## src/pcs_rx_pkg.sv

```systemverilog
// pcs rx package: block widths, header and block-type codes, scrambler taps, status types
package pcs_rx_pkg;

    // coded block layout, header in the low bits
    localparam int NB_BLOCK      = 66;
    localparam int NB_SH         = 2;
    localparam int NB_PAYLOAD    = 64;
    localparam int NB_CTRL       = 8;

    // sync header values
    localparam logic [NB_SH-1:0] SH_DATA = 2'b01;
    localparam logic [NB_SH-1:0] SH_CTRL = 2'b10;

    // block type is the first payload byte
    localparam int NB_BLOCK_TYPE = 8;
    localparam logic [NB_BLOCK_TYPE-1:0] BT_IDLE = 8'h1E;

    // decoded characters
    localparam logic [7:0] CH_IDLE  = 8'h07;
    localparam logic [7:0] CH_ERROR = 8'hFE;

    // x^58 + x^39 + 1
    localparam int SCR_TAP_A     = 39;
    localparam int SCR_TAP_B     = 58;

    // window length and invalid-limit inputs
    localparam int NB_WINDOW     = 12;

    // per-lane saturating invalid-header counter
    localparam int NB_ERR_COUNT  = 16;

    // lane vectors are sized for the largest build
    localparam int MAX_LANES     = 8;

    // status types
    typedef logic [MAX_LANES-1:0] lane_mask_t;

    typedef logic [NB_ERR_COUNT-1:0] err_count_t;

    // unused lanes read back as zero
    typedef err_count_t [MAX_LANES-1:0] err_bank_t;

endpackage
```

## src/pcs_rx_top.sv

```systemverilog
// pcs rx top: block lock, descrambler and block decoder with clear-on-read status registers
`timescale 1ns/1ps

module pcs_rx_top
#(
    parameter int N_LANES    = 4,
    parameter int LOCK_COUNT = 64
)
(
    input  logic                                         i_clock,
    input  logic                                         i_reset,
    input  logic                                         i_valid,
    input  logic [N_LANES*pcs_rx_pkg::NB_BLOCK-1:0]      i_data,
    input  logic [pcs_rx_pkg::NB_WINDOW-1:0]             i_window_length,
    input  logic [pcs_rx_pkg::NB_WINDOW-1:0]             i_sh_invalid_limit,
    input  logic                                         i_descrambler_bypass,
    input  logic                                         i_read_lock,
    input  logic                                         i_read_err_counts,
    output logic                                         o_valid,
    output logic [N_LANES*pcs_rx_pkg::NB_PAYLOAD-1:0]    o_data,
    output logic [N_LANES*pcs_rx_pkg::NB_CTRL-1:0]       o_ctrl,
    output pcs_rx_pkg::lane_mask_t                       o_lock,
    output pcs_rx_pkg::lane_mask_t                       o_lock_snapshot,
    output pcs_rx_pkg::err_bank_t                        o_err_counts
);

    // block lock to descrambler
    logic                                    lock_valid;
    logic [N_LANES*pcs_rx_pkg::NB_BLOCK-1:0] lock_data;
    logic [N_LANES-1:0]                      lock_sh_ok;

    // descrambler to decoder
    logic                                    dscr_valid;
    logic [N_LANES*pcs_rx_pkg::NB_BLOCK-1:0] dscr_data;
    logic [N_LANES-1:0]                      dscr_sh_ok;

    // status
    pcs_rx_pkg::lane_mask_t                  lane_lock;
    pcs_rx_pkg::err_bank_t                   err_counts;
    logic                                    clear_counts;

    block_lock
    #(
        .N_LANES            (N_LANES),
        .LOCK_COUNT         (LOCK_COUNT)
    )
    u_block_lock
    (
        .i_clock            (i_clock),
        .i_reset            (i_reset),
        .i_valid            (i_valid),
        .i_data             (i_data),
        .i_window_length    (i_window_length),
        .i_sh_invalid_limit (i_sh_invalid_limit),
        .i_clear_counts     (clear_counts),
        .o_valid            (lock_valid),
        .o_data             (lock_data),
        .o_sh_ok            (lock_sh_ok),
        .o_lock             (lane_lock),
        .o_err_counts       (err_counts)
    );

    descrambler
    #(
        .N_LANES            (N_LANES)
    )
    u_descrambler
    (
        .i_clock            (i_clock),
        .i_reset            (i_reset),
        .i_valid            (lock_valid),
        .i_data             (lock_data),
        .i_sh_ok            (lock_sh_ok),
        .i_bypass           (i_descrambler_bypass),
        .o_valid            (dscr_valid),
        .o_data             (dscr_data),
        .o_sh_ok            (dscr_sh_ok)
    );

    block_decoder
    #(
        .N_LANES            (N_LANES)
    )
    u_block_decoder
    (
        .i_clock            (i_clock),
        .i_reset            (i_reset),
        .i_valid            (dscr_valid),
        .i_data             (dscr_data),
        .i_sh_ok            (dscr_sh_ok),
        .i_lock             (lane_lock),
        .o_valid            (o_valid),
        .o_data             (o_data),
        .o_ctrl             (o_ctrl)
    );

    cor_register
    #(
        .T                  (pcs_rx_pkg::lane_mask_t)
    )
    u_cor_lock
    (
        .i_clock            (i_clock),
        .i_reset            (i_reset),
        .i_value            (lane_lock),
        .i_read             (i_read_lock),
        .o_value            (o_lock_snapshot),
        .o_clear            ()
    );

    // the read edge also restarts the invalid-header counters
    cor_register
    #(
        .T                  (pcs_rx_pkg::err_bank_t)
    )
    u_cor_err_counts
    (
        .i_clock            (i_clock),
        .i_reset            (i_reset),
        .i_value            (err_counts),
        .i_read             (i_read_err_counts),
        .o_value            (o_err_counts),
        .o_clear            (clear_counts)
    );

    assign o_lock = lane_lock;

endmodule

```

## src/cor_register.sv

```systemverilog
// clear-on-read register: snapshots a status value on the rising edge of a read strobe
`timescale 1ns/1ps

module cor_register
#(
    parameter type T = logic
)
(
    input  logic i_clock,
    input  logic i_reset,
    input  T     i_value,
    input  logic i_read,
    output T     o_value,
    output logic o_clear
);

    logic read_d;
    logic read_edge;

    always_ff @(posedge i_clock)
    begin
        if (i_reset)
            read_d <= 1'b0;
        else
            read_d <= i_read;
    end

    // a held strobe gives only one edge
    assign read_edge = i_read & ~read_d;

    always_ff @(posedge i_clock)
    begin
        if (i_reset)
            o_value <= '0;
        else if (read_edge)
            o_value <= i_value;
    end

    // source clears in the same cycle the snapshot is taken
    assign o_clear = read_edge;

endmodule

```

## src/block_decoder.sv

```systemverilog
// block decoder: turns 66-bit blocks into 64 data bits and 8 control flags per lane
`timescale 1ns/1ps

module block_decoder
#(
    parameter int N_LANES = 4
)
(
    input  logic                                         i_clock,
    input  logic                                         i_reset,
    input  logic                                         i_valid,
    input  logic [N_LANES*pcs_rx_pkg::NB_BLOCK-1:0]      i_data,
    input  logic [N_LANES-1:0]                           i_sh_ok,
    input  pcs_rx_pkg::lane_mask_t                       i_lock,
    output logic                                         o_valid,
    output logic [N_LANES*pcs_rx_pkg::NB_PAYLOAD-1:0]    o_data,
    output logic [N_LANES*pcs_rx_pkg::NB_CTRL-1:0]       o_ctrl
);

    localparam int NB_PL = pcs_rx_pkg::NB_PAYLOAD;

    pcs_rx_pkg::lane_mask_t           lock_d;
    logic [NB_PL-1:0]                 dec_data [N_LANES];
    logic [pcs_rx_pkg::NB_CTRL-1:0]   dec_ctrl [N_LANES];

    always_comb
    begin : p_decode
        logic [pcs_rx_pkg::NB_SH-1:0] header;
        logic [NB_PL-1:0]             payload;
        for (int lane = 0; lane < N_LANES; lane++)
        begin
            header  = i_data[lane*pcs_rx_pkg::NB_BLOCK +: pcs_rx_pkg::NB_SH];
            payload = i_data[lane*pcs_rx_pkg::NB_BLOCK + pcs_rx_pkg::NB_SH +: NB_PL];
            if (lock_d[lane] && i_sh_ok[lane] && header == pcs_rx_pkg::SH_DATA)
            begin
                dec_data[lane] = payload;
                dec_ctrl[lane] = '0;
            end
            else if (lock_d[lane] && i_sh_ok[lane] && header == pcs_rx_pkg::SH_CTRL &&
                     payload[pcs_rx_pkg::NB_BLOCK_TYPE-1:0] == pcs_rx_pkg::BT_IDLE)
            begin
                dec_data[lane] = {8{pcs_rx_pkg::CH_IDLE}};
                dec_ctrl[lane] = '1;
            end
            else
            begin
                // unknown type, bad header or lane out of lock
                dec_data[lane] = {8{pcs_rx_pkg::CH_ERROR}};
                dec_ctrl[lane] = '1;
            end
        end
    end

    // lock lags one stage behind the block it belongs to
    always_ff @(posedge i_clock)
    begin
        if (i_reset)
        begin
            lock_d  <= '0;
            o_valid <= 1'b0;
        end
        else
        begin
            lock_d  <= i_lock;
            o_valid <= i_valid;
        end
    end

    always_ff @(posedge i_clock)
    begin
        if (i_valid)
        begin
            for (int lane = 0; lane < N_LANES; lane++)
            begin
                o_data[lane*NB_PL +: NB_PL] <= dec_data[lane];
                o_ctrl[lane*pcs_rx_pkg::NB_CTRL +: pcs_rx_pkg::NB_CTRL] <= dec_ctrl[lane];
            end
        end
    end

endmodule

```

## src/descrambler.sv

```systemverilog
// descrambler: per-lane self-synchronizing x^58+x^39+1 payload descrambler with bypass
`timescale 1ns/1ps

module descrambler
#(
    parameter int N_LANES = 4
)
(
    input  logic                                         i_clock,
    input  logic                                         i_reset,
    input  logic                                         i_valid,
    input  logic [N_LANES*pcs_rx_pkg::NB_BLOCK-1:0]      i_data,
    input  logic [N_LANES-1:0]                           i_sh_ok,
    input  logic                                         i_bypass,
    output logic                                         o_valid,
    output logic [N_LANES*pcs_rx_pkg::NB_BLOCK-1:0]      o_data,
    output logic [N_LANES-1:0]                           o_sh_ok
);

    localparam int NB_HIST = pcs_rx_pkg::SCR_TAP_B;
    localparam int NB_PL   = pcs_rx_pkg::NB_PAYLOAD;

    logic [NB_HIST-1:0] hist          [N_LANES];
    logic [NB_HIST-1:0] next_hist     [N_LANES];
    logic [NB_PL-1:0]   clear_payload [N_LANES];

    // bit-serial from payload bit 0, history holds received scrambled bits
    always_comb
    begin : p_descramble
        logic [NB_HIST-1:0] shift;
        logic               scr_bit;
        for (int lane = 0; lane < N_LANES; lane++)
        begin
            shift = hist[lane];
            for (int bit_idx = 0; bit_idx < NB_PL; bit_idx++)
            begin
                scr_bit = i_data[lane*pcs_rx_pkg::NB_BLOCK + pcs_rx_pkg::NB_SH + bit_idx];
                clear_payload[lane][bit_idx] = scr_bit ^ shift[pcs_rx_pkg::SCR_TAP_A-1]
                                                       ^ shift[pcs_rx_pkg::SCR_TAP_B-1];
                shift = {shift[NB_HIST-2:0], scr_bit};
            end
            next_hist[lane] = shift;
        end
    end

    // history advances in bypass too
    always_ff @(posedge i_clock)
    begin
        if (i_reset)
        begin
            o_valid <= 1'b0;
            for (int lane = 0; lane < N_LANES; lane++)
                hist[lane] <= '0;
        end
        else
        begin
            o_valid <= i_valid;
            if (i_valid)
            begin
                for (int lane = 0; lane < N_LANES; lane++)
                    hist[lane] <= next_hist[lane];
            end
        end
    end

    always_ff @(posedge i_clock)
    begin
        if (i_valid)
        begin
            o_sh_ok <= i_sh_ok;
            for (int lane = 0; lane < N_LANES; lane++)
            begin
                o_data[lane*pcs_rx_pkg::NB_BLOCK +: pcs_rx_pkg::NB_SH] <=
                    i_data[lane*pcs_rx_pkg::NB_BLOCK +: pcs_rx_pkg::NB_SH];
                o_data[lane*pcs_rx_pkg::NB_BLOCK + pcs_rx_pkg::NB_SH +: NB_PL] <= i_bypass ?
                    i_data[lane*pcs_rx_pkg::NB_BLOCK + pcs_rx_pkg::NB_SH +: NB_PL] :
                    clear_payload[lane];
            end
        end
    end

endmodule

```

## src/block_lock.sv

```systemverilog
// block lock: per-lane sync header check, window-based lock FSM and invalid-header counters
`timescale 1ns/1ps

module block_lock
#(
    parameter int N_LANES    = 4,
    parameter int LOCK_COUNT = 64
)
(
    input  logic                                         i_clock,
    input  logic                                         i_reset,
    input  logic                                         i_valid,
    input  logic [N_LANES*pcs_rx_pkg::NB_BLOCK-1:0]      i_data,
    input  logic [pcs_rx_pkg::NB_WINDOW-1:0]             i_window_length,
    input  logic [pcs_rx_pkg::NB_WINDOW-1:0]             i_sh_invalid_limit,
    input  logic                                         i_clear_counts,
    output logic                                         o_valid,
    output logic [N_LANES*pcs_rx_pkg::NB_BLOCK-1:0]      o_data,
    output logic [N_LANES-1:0]                           o_sh_ok,
    output pcs_rx_pkg::lane_mask_t                       o_lock,
    output pcs_rx_pkg::err_bank_t                        o_err_counts
);

    localparam int NB_GOOD = $clog2(LOCK_COUNT + 1);

    logic [NB_GOOD-1:0]               good_cnt [N_LANES];
    logic [pcs_rx_pkg::NB_WINDOW-1:0] win_cnt  [N_LANES];
    logic [pcs_rx_pkg::NB_WINDOW-1:0] inv_cnt  [N_LANES];
    logic [N_LANES-1:0]               sh_ok;
    logic [N_LANES-1:0]               win_done;
    logic [N_LANES-1:0]               inv_limit;
    pcs_rx_pkg::lane_mask_t           lock;
    pcs_rx_pkg::err_bank_t            err_counts;

    always_comb
    begin
        for (int lane = 0; lane < N_LANES; lane++)
        begin
            sh_ok[lane] = (i_data[lane*pcs_rx_pkg::NB_BLOCK +: pcs_rx_pkg::NB_SH]
                           == pcs_rx_pkg::SH_DATA) ||
                          (i_data[lane*pcs_rx_pkg::NB_BLOCK +: pcs_rx_pkg::NB_SH]
                           == pcs_rx_pkg::SH_CTRL);
            // one bit wider so the +1 cannot wrap
            win_done[lane]  = ({1'b0, win_cnt[lane]} + 1'b1) >= {1'b0, i_window_length};
            inv_limit[lane] = ({1'b0, inv_cnt[lane]} + 1'b1) >= {1'b0, i_sh_invalid_limit};
        end
    end

    // lock FSM, one bit of state per lane plus its counters
    always_ff @(posedge i_clock)
    begin
        if (i_reset)
        begin
            lock <= '0;
            for (int lane = 0; lane < N_LANES; lane++)
            begin
                good_cnt[lane] <= '0;
                win_cnt[lane]  <= '0;
                inv_cnt[lane]  <= '0;
            end
        end
        else if (i_valid)
        begin
            for (int lane = 0; lane < N_LANES; lane++)
            begin
                if (!lock[lane])
                begin
                    win_cnt[lane] <= '0;
                    inv_cnt[lane] <= '0;
                    if (!sh_ok[lane])
                        good_cnt[lane] <= '0;
                    else if (good_cnt[lane] == NB_GOOD'(LOCK_COUNT - 1))
                    begin
                        good_cnt[lane] <= '0;
                        lock[lane]     <= 1'b1;
                    end
                    else
                        good_cnt[lane] <= good_cnt[lane] + 1'b1;
                end
                else if (!sh_ok[lane] && inv_limit[lane])
                begin
                    lock[lane]     <= 1'b0;
                    good_cnt[lane] <= '0;
                    win_cnt[lane]  <= '0;
                    inv_cnt[lane]  <= '0;
                end
                else if (win_done[lane])
                begin
                    win_cnt[lane] <= '0;
                    inv_cnt[lane] <= '0;
                end
                else
                begin
                    win_cnt[lane] <= win_cnt[lane] + 1'b1;
                    if (!sh_ok[lane])
                        inv_cnt[lane] <= inv_cnt[lane] + 1'b1;
                end
            end
        end
    end

    // saturating invalid-header counters, clear wins over a count
    always_ff @(posedge i_clock)
    begin
        if (i_reset || i_clear_counts)
            err_counts <= '0;
        else if (i_valid)
        begin
            for (int lane = 0; lane < N_LANES; lane++)
            begin
                if (!sh_ok[lane] && !(&err_counts[lane]))
                    err_counts[lane] <= err_counts[lane] + 1'b1;
            end
        end
    end

    always_ff @(posedge i_clock)
    begin
        if (i_reset)
            o_valid <= 1'b0;
        else
            o_valid <= i_valid;
    end

    always_ff @(posedge i_clock)
    begin
        if (i_valid)
        begin
            o_data  <= i_data;
            o_sh_ok <= sh_ok;
        end
    end

    assign o_lock       = lock;
    assign o_err_counts = err_counts;

endmodule

```

## config.mk

```make
export PLATFORM = sky130hd
export DESIGN_NAME = pcs_rx_top
export DESIGN_NICKNAME = d
export VERILOG_FILES = /design/src/pcs_rx_pkg.sv /design/src/pcs_rx_top.sv /design/src/cor_register.sv /design/src/block_decoder.sv /design/src/descrambler.sv /design/src/block_lock.sv
export SDC_FILE = /design/constraint.sdc
export NUM_CORES = 2
export LEC_CHECK = 0
export BUFFER_PORTS_ARGS = -buffer_cell sky130_fd_sc_hd__buf_2
export CAP_MARGIN = 20
export CORE_ASPECT_RATIO = 0.7
export CORE_MARGIN = 4
export CORE_UTILIZATION = 61
export DETAILED_ROUTE_END_ITERATION = 6
export GPL_TIMING_DRIVEN = 0
export HOLD_SLACK_MARGIN = 0.08
export PLACE_DENSITY = 0.83
export SLEW_MARGIN = 20
export SYNTH_ARGS = -nofsm -noshare
export SYNTH_HDL_FRONTEND = slang
export SYNTH_HIERARCHICAL = 1
export SYNTH_SLANG_ARGS = --single-unit
```

## constraint.sdc

```tcl
create_clock -name i_clock -period 21 [get_ports i_clock]
set_input_delay 4.2 -clock i_clock [delete_from_list [all_inputs] [get_ports i_clock]]
set_output_delay 4.2 -clock i_clock [all_outputs]
set_load 0.005 [all_outputs]
```

Word level (Yosys, flattened, before mapping)
Memory sizes are Yosys's and may differ from the RTL's.
Index checks and enable logic that the tools add are counted.
W data, S select, Z words.
- add/subtract/negate cells: 24
- order comparisons: 8
- equal/unequal tests: 24
- multiplexer cells: 257
- bitwise logic cells: 568
- reductions and logical operators: 45
- operator list (operator ; count):
    $mux W64 ; 12
    $xor A1 B1 Y1 ; 512
    $mux W12 ; 32
    $mux W58 ; 4
    $mux W1 ; 189
    $mux W7 ; 16
    $add A12 B1 Y13 const B ; 8
    $ge A13 B12 Y1 ; 8
    $add A12 B1 Y12 const B ; 8
    $add A16 B1 Y16 const B ; 4
    $reduce_and A16 Y1 ; 4
    $or A1 B1 Y1 ; 52
    $eq A8 B5 Y1 const B ; 4
    $mux W8 ; 4
    $add A7 B1 Y7 const B ; 4
    $eq A7 B6 Y1 const B ; 4
    $logic_and A1 B1 Y1 ; 24
    $eq A2 B1 Y1 const B ; 8
    $eq A2 B2 Y1 const B ; 8
    $logic_not A1 Y1 ; 8
    $reduce_and A2 Y1 ; 4
    $logic_or A1 B1 Y1 ; 5
    $and A1 B1 Y1 ; 2
    $not A1 Y1 ; 2
- register bits: 969
- RAM bits: 356
- bits of input ports: 294
- output and inout port bits: 433
- logic and storage cells: 952
- memories: 4
- memory list (name ; words ; width ; read ports ; clocked after memory_dff ; write ports ; line ; text):
    u_descrambler.hist ; 4 ; 58 ; 4 ; 0 ; 4 ; descrambler.sv:23 ; logic [NB_HIST-1:0] hist [N_LANES];
    u_block_lock.inv_cnt ; 4 ; 12 ; 4 ; 0 ; 4 ; block_lock.sv:28 ; logic [pcs_rx_pkg::NB_WINDOW-1:0] inv_cnt [N_LANES];
    u_block_lock.win_cnt ; 4 ; 12 ; 4 ; 0 ; 4 ; block_lock.sv:27 ; logic [pcs_rx_pkg::NB_WINDOW-1:0] win_cnt [N_LANES];
    u_block_lock.good_cnt ; 4 ; 7 ; 4 ; 0 ; 4 ; block_lock.sv:26 ; logic [NB_GOOD-1:0] good_cnt [N_LANES];

Depth between registers and ports, before layout
- depth after elaboration: 12
- gate-level depth with buffers: 13
- depth with buffers taken out: 12

By module
The synthesis kept the hierarchy.
- by module, submodules not included (module ; instances ; cells an instance ; area each (um^2) ; sequential area each (um^2)):
    descrambler ; 1 ; 1557 ; 22308.9 ; 15034.4
    block_lock ; 1 ; 1540 ; 20263.2 ; 13152.6
    block_decoder ; 1 ; 822 ; 11781.3 ; 7907.6
    cor_register (u_cor_err_counts) ; 1 ; 585 ; 5849.4 ; 2582.5
    cor_register (u_cor_lock) ; 1 ; 37 ; 434.2 ; 180.2

Worst setup path before layout
No wires, ideal clock.
- path type: register to register
- start: register u_block_lock.o_valid
- end: memory u_descrambler/hist[0][0] (netlist name) (enable)
- library setup time: 0.497 ns
- arrival: 9.521 ns
- data required time: 20.503 ns
- slack: 10.982 ns
- cell stages (with the launch flop): 2
- buffers on the path: 0
- clock period less this slack: 10.018 ns
- cell sequence: dfxtp_1 or2_2
- RTL lines (element ; line ; text):
    start, declared ; block_lock.sv:17 ; output logic o_valid,
    start signal, assigned ; block_lock.sv:122 ; o_valid <= i_valid;
    end, declared ; descrambler.sv:23 ;

==> flow_summary.ini <==
[timing]
layout_setup_ws_ps = 14180
setup_viol = 0
layout_worst_path_cycle_share = 0.325
grt_setup_unrepaired = no
min_period_ps = 6820
fin_tns_setup_ps = 0
fin_worst_skew_ps = 28.4
fmax_mhz = 147
final-hold-violation-count = 0
tightest_slew_ps = 1160
slew_headroom = 0.229
slew_viol_final = 0

[layout]
nets = 5887
final_area_sq_um = 71100
final_util = 0.724
drive_gt1_frac = 0.222
area.sequential_sq_um = 38900
multi_input_area_sq_um = 19000
syn_to_final_growth_pct = 17.3
nFillCells = 6428

[power]
power_density_nw_per_um2 = 85.4
peakVddDrop_uv = 79.2
leakage_nw = 26.9

[global_routing]
overflow = 0
grt_usage = 0.315
grt_max_degree = 84
grt_pass1_vias = 39537
grt_pass1_wl_um = 244000
antenna_found_initial = 40

[die]
io_pins = 727
dieHeight_um = 272
die_w_um = 385
fp.dieArea_sq_um = 105000
initial_core_util = 0.617
coreArea_sq_um = 98300
num_rows = 96

[job]
max_cap_violations = 0

[hold_path]
min_from = u_block_lock/o_data[198]
min_path_cells = 0
hold_path_class = reg -> reg
hold_path_end = u_descrambler/o_data[198]

[critical_path]
slowest_stage = clkbuf_1
cp.required_ps = 21460
reg2reg_to = u_block_lock/win_cnt[1][8]
max_stage_delay_ps = 530
crit_path_start_kind = primary input
worstSetupPathType = in -> reg
worstRegToRegCells = 11
cp.arrival_ps = 7280
reg2reg_slack_ps = 17060
path_cells = buf_2 > clkbuf_1 > inv_1 > nand2_1 > inv_1 > o2111ai_1 > clkbuf_1 > nor2b_1
crit_fanout = 21
r2r_start = u_block_lock/win_cnt[1][0]
crit_path_end_kind = flip-flop

[clock_network]
cts.sinks = 1365
htreeDepth = 4
tritoncts = done
cts_hold_buf = 0
cts_buffers = 131
clk_pin_slew_worst_paths_ps = 60
root_buffer = clkbuf_16
cts_setup_buffers = 0
post_cts_resized = 0
cts_buffer_depth = 3
clock_latency_ps = 750

[placement]
routabilityCongestion = 0.918
place_area_sq_um = 66700
dp_hpwl_um = 120000
io_buffers = 721
post-place-ws_ps = 13430

[synthesis]
synth_top_cell_by_area = edfxtp_1
avgSynthCellArea_sq_um = 13.4
ys_ff_latch = 1365
synthCells = 4541
synthDominantCellAreaShare = 0.570
ys_types = 65
ys_async_sr_fraction = 0
ys_seq_area_frac = 0.641
synthTopCellsByCount = 1152 x edfxtp_1, 407 x nor2_1, 341 x xnor2_1
synth_edf_count = 1152
synth_top_cells_by_area = edfxtp_1 57%, dfxtp_1 7.0%, xnor2_1 4.9%
synth.most_common_cell = edfxtp_1
yosysWarnings = 6
post_synth_instance_area_sq_um = 60600
synth_flop_cell = edfxtp_1

[drt]
ant_nets = 0
routed_via_density = 5.80
vias = 40270
route.detailed.drc = 0
detail_route.wl_per_cell_um = 24.2
first_iter_violations = 4574
wl_um = 168000
drt-pass1-iter-count = 6

[run_status]
status = complete, no violations
==> worst max-delay path: cells and delay by family <==
kind                   cells  cell delay (ps)
buffers and inverters      5             2190
AOI/OAI and AO/OA          1              390
and+or+nand+nor            2              470
==> kinds of logic (layout without fill, tap and decap cells) <==
logic type / Yosys count / after routing / share of synthesized area
xor gates and xnor gates: 662 / 662 / 0.0959
and+or+nand+nor: 1390 / 1390 / 0.136
AOI/OAI and AO/OA: 460 / 460 / 0.0545
other: 1 / 106 / 0.0000618
buffers and inverters: 550 / 1525 / 0.0499
muxes: 1 / 1 / 0.000165
adders and majority gates: 112 / 112 / 0.0231
DFF: 1365 / 1365 / 0.641
==> stage by stage <==
step | std cells | power (mW) | hold WS (ps)
2_1_floorplan | 4608 | 3.50 | 400
3_3_place_gp | 6652 | 3.69 | 403
3_5_place_dp | 6671 | 3.69 | 405
4_1_cts | 6906 | 6.10 | 418
5_1_grt | 6940 | 6.28 | 427
6_report | 6944 | 6.08 | 418
==> power by group <==
part	internal [mW]	switching (mW)
Sequential	3.09	0.104
Combinational	0.189	0.261
Clock	1.40	1.03
Total	4.69	1.39
==> routing by layer <==
layer,part of all wire,global-route usage,vias up
li1,-,-,17981
met1,0.39,0.431,19694
met2,0.46,0.490,2199
met3,0.098,0.0557,394
met4,0.048,0.153,2
met5,0.000077,0,-
==> sequential cells by signal, summed over array words and instances (netlist names), 4 cells and up <==
register,flops
u_block_lock/o_sh_ok,4
u_descrambler/hist,232
u_block_decoder/o_ctrl,4
u_cor_lock/o_value,8
u_block_decoder/o_data,256
u_cor_err_counts/o_value,128
u_block_lock/inv_cnt,48
u_block_lock/o_data,264
u_block_lock/o_lock,4
u_descrambler/o_sh_ok,4
u_block_lock/win_cnt,48
u_block_lock/o_err_counts,64
u_descrambler/o_data,264
u_block_decoder/lock_d,4
u_block_lock/good_cnt,28
==> how the worst max path moves through the flow <==
stage	startpoint	to	slack, ps	cells past startpoint
finish	i_reset	u_block_lock/win_cnt[0][10]	14180	8
global route	i_reset	u_block_lock/win_cnt[0][5]	14090	8
CTS	i_reset	u_block_lock/win_cnt[1][8]	14230	9
detailed placement	i_reset	u_block_lock/win_cnt[0][9]	13430	8
global placement	u_block_lock/o_valid	u_descrambler/hist[0][26]	6250	1
floorplan	u_block_lock/o_valid	u_descrambler/hist[0][0]	10980	1
==> layout by cell type (no fill, tap or decap), types with 28 or more instances in the layout <==
cell       netlist  final
and3_1          35     35
xnor2_1        341    340
a32o_1          32     32
nand2_1         90     90
clkbuf_16        0    137
clkbuf_2        28     28
buf_2           67    787
edfxtp_1      1152   1152
diode_2          0     38
nor2_1         407    407
inv_1          218    217
a21oi_1         42     42
xor2_1         320    320
o21ai_0         99     99
and2_1         238    238
o21ai_1         48     48
nand4_1         39     39
conb_1           1     68
dfxtp_1        213    211
a32oi_1        160    160
buf_6           43     43
nand2b_1       209    209
nand4bb_1      136    136
ha_1           112    112
clkbuf_1        60     88
nand3_1         75     75
buf_4          131    131
nor2b_1         51     51
==> layout make-up <==
type,instances,share of cell area
Inverter,218,0.0115
Buffer,332,0.0310
Tap cell,1323,0.0233
Timing Repair Buffer,740,0.0575
Sequential cell,1365,0.546
Multi-Input combinational cell,2693,0.268
Antenna cell,38,0.00134
Clock buffer,170,0.0506
Clock inverter,65,0.0108
Note: power is estimated with default switching activity, not from simulation.
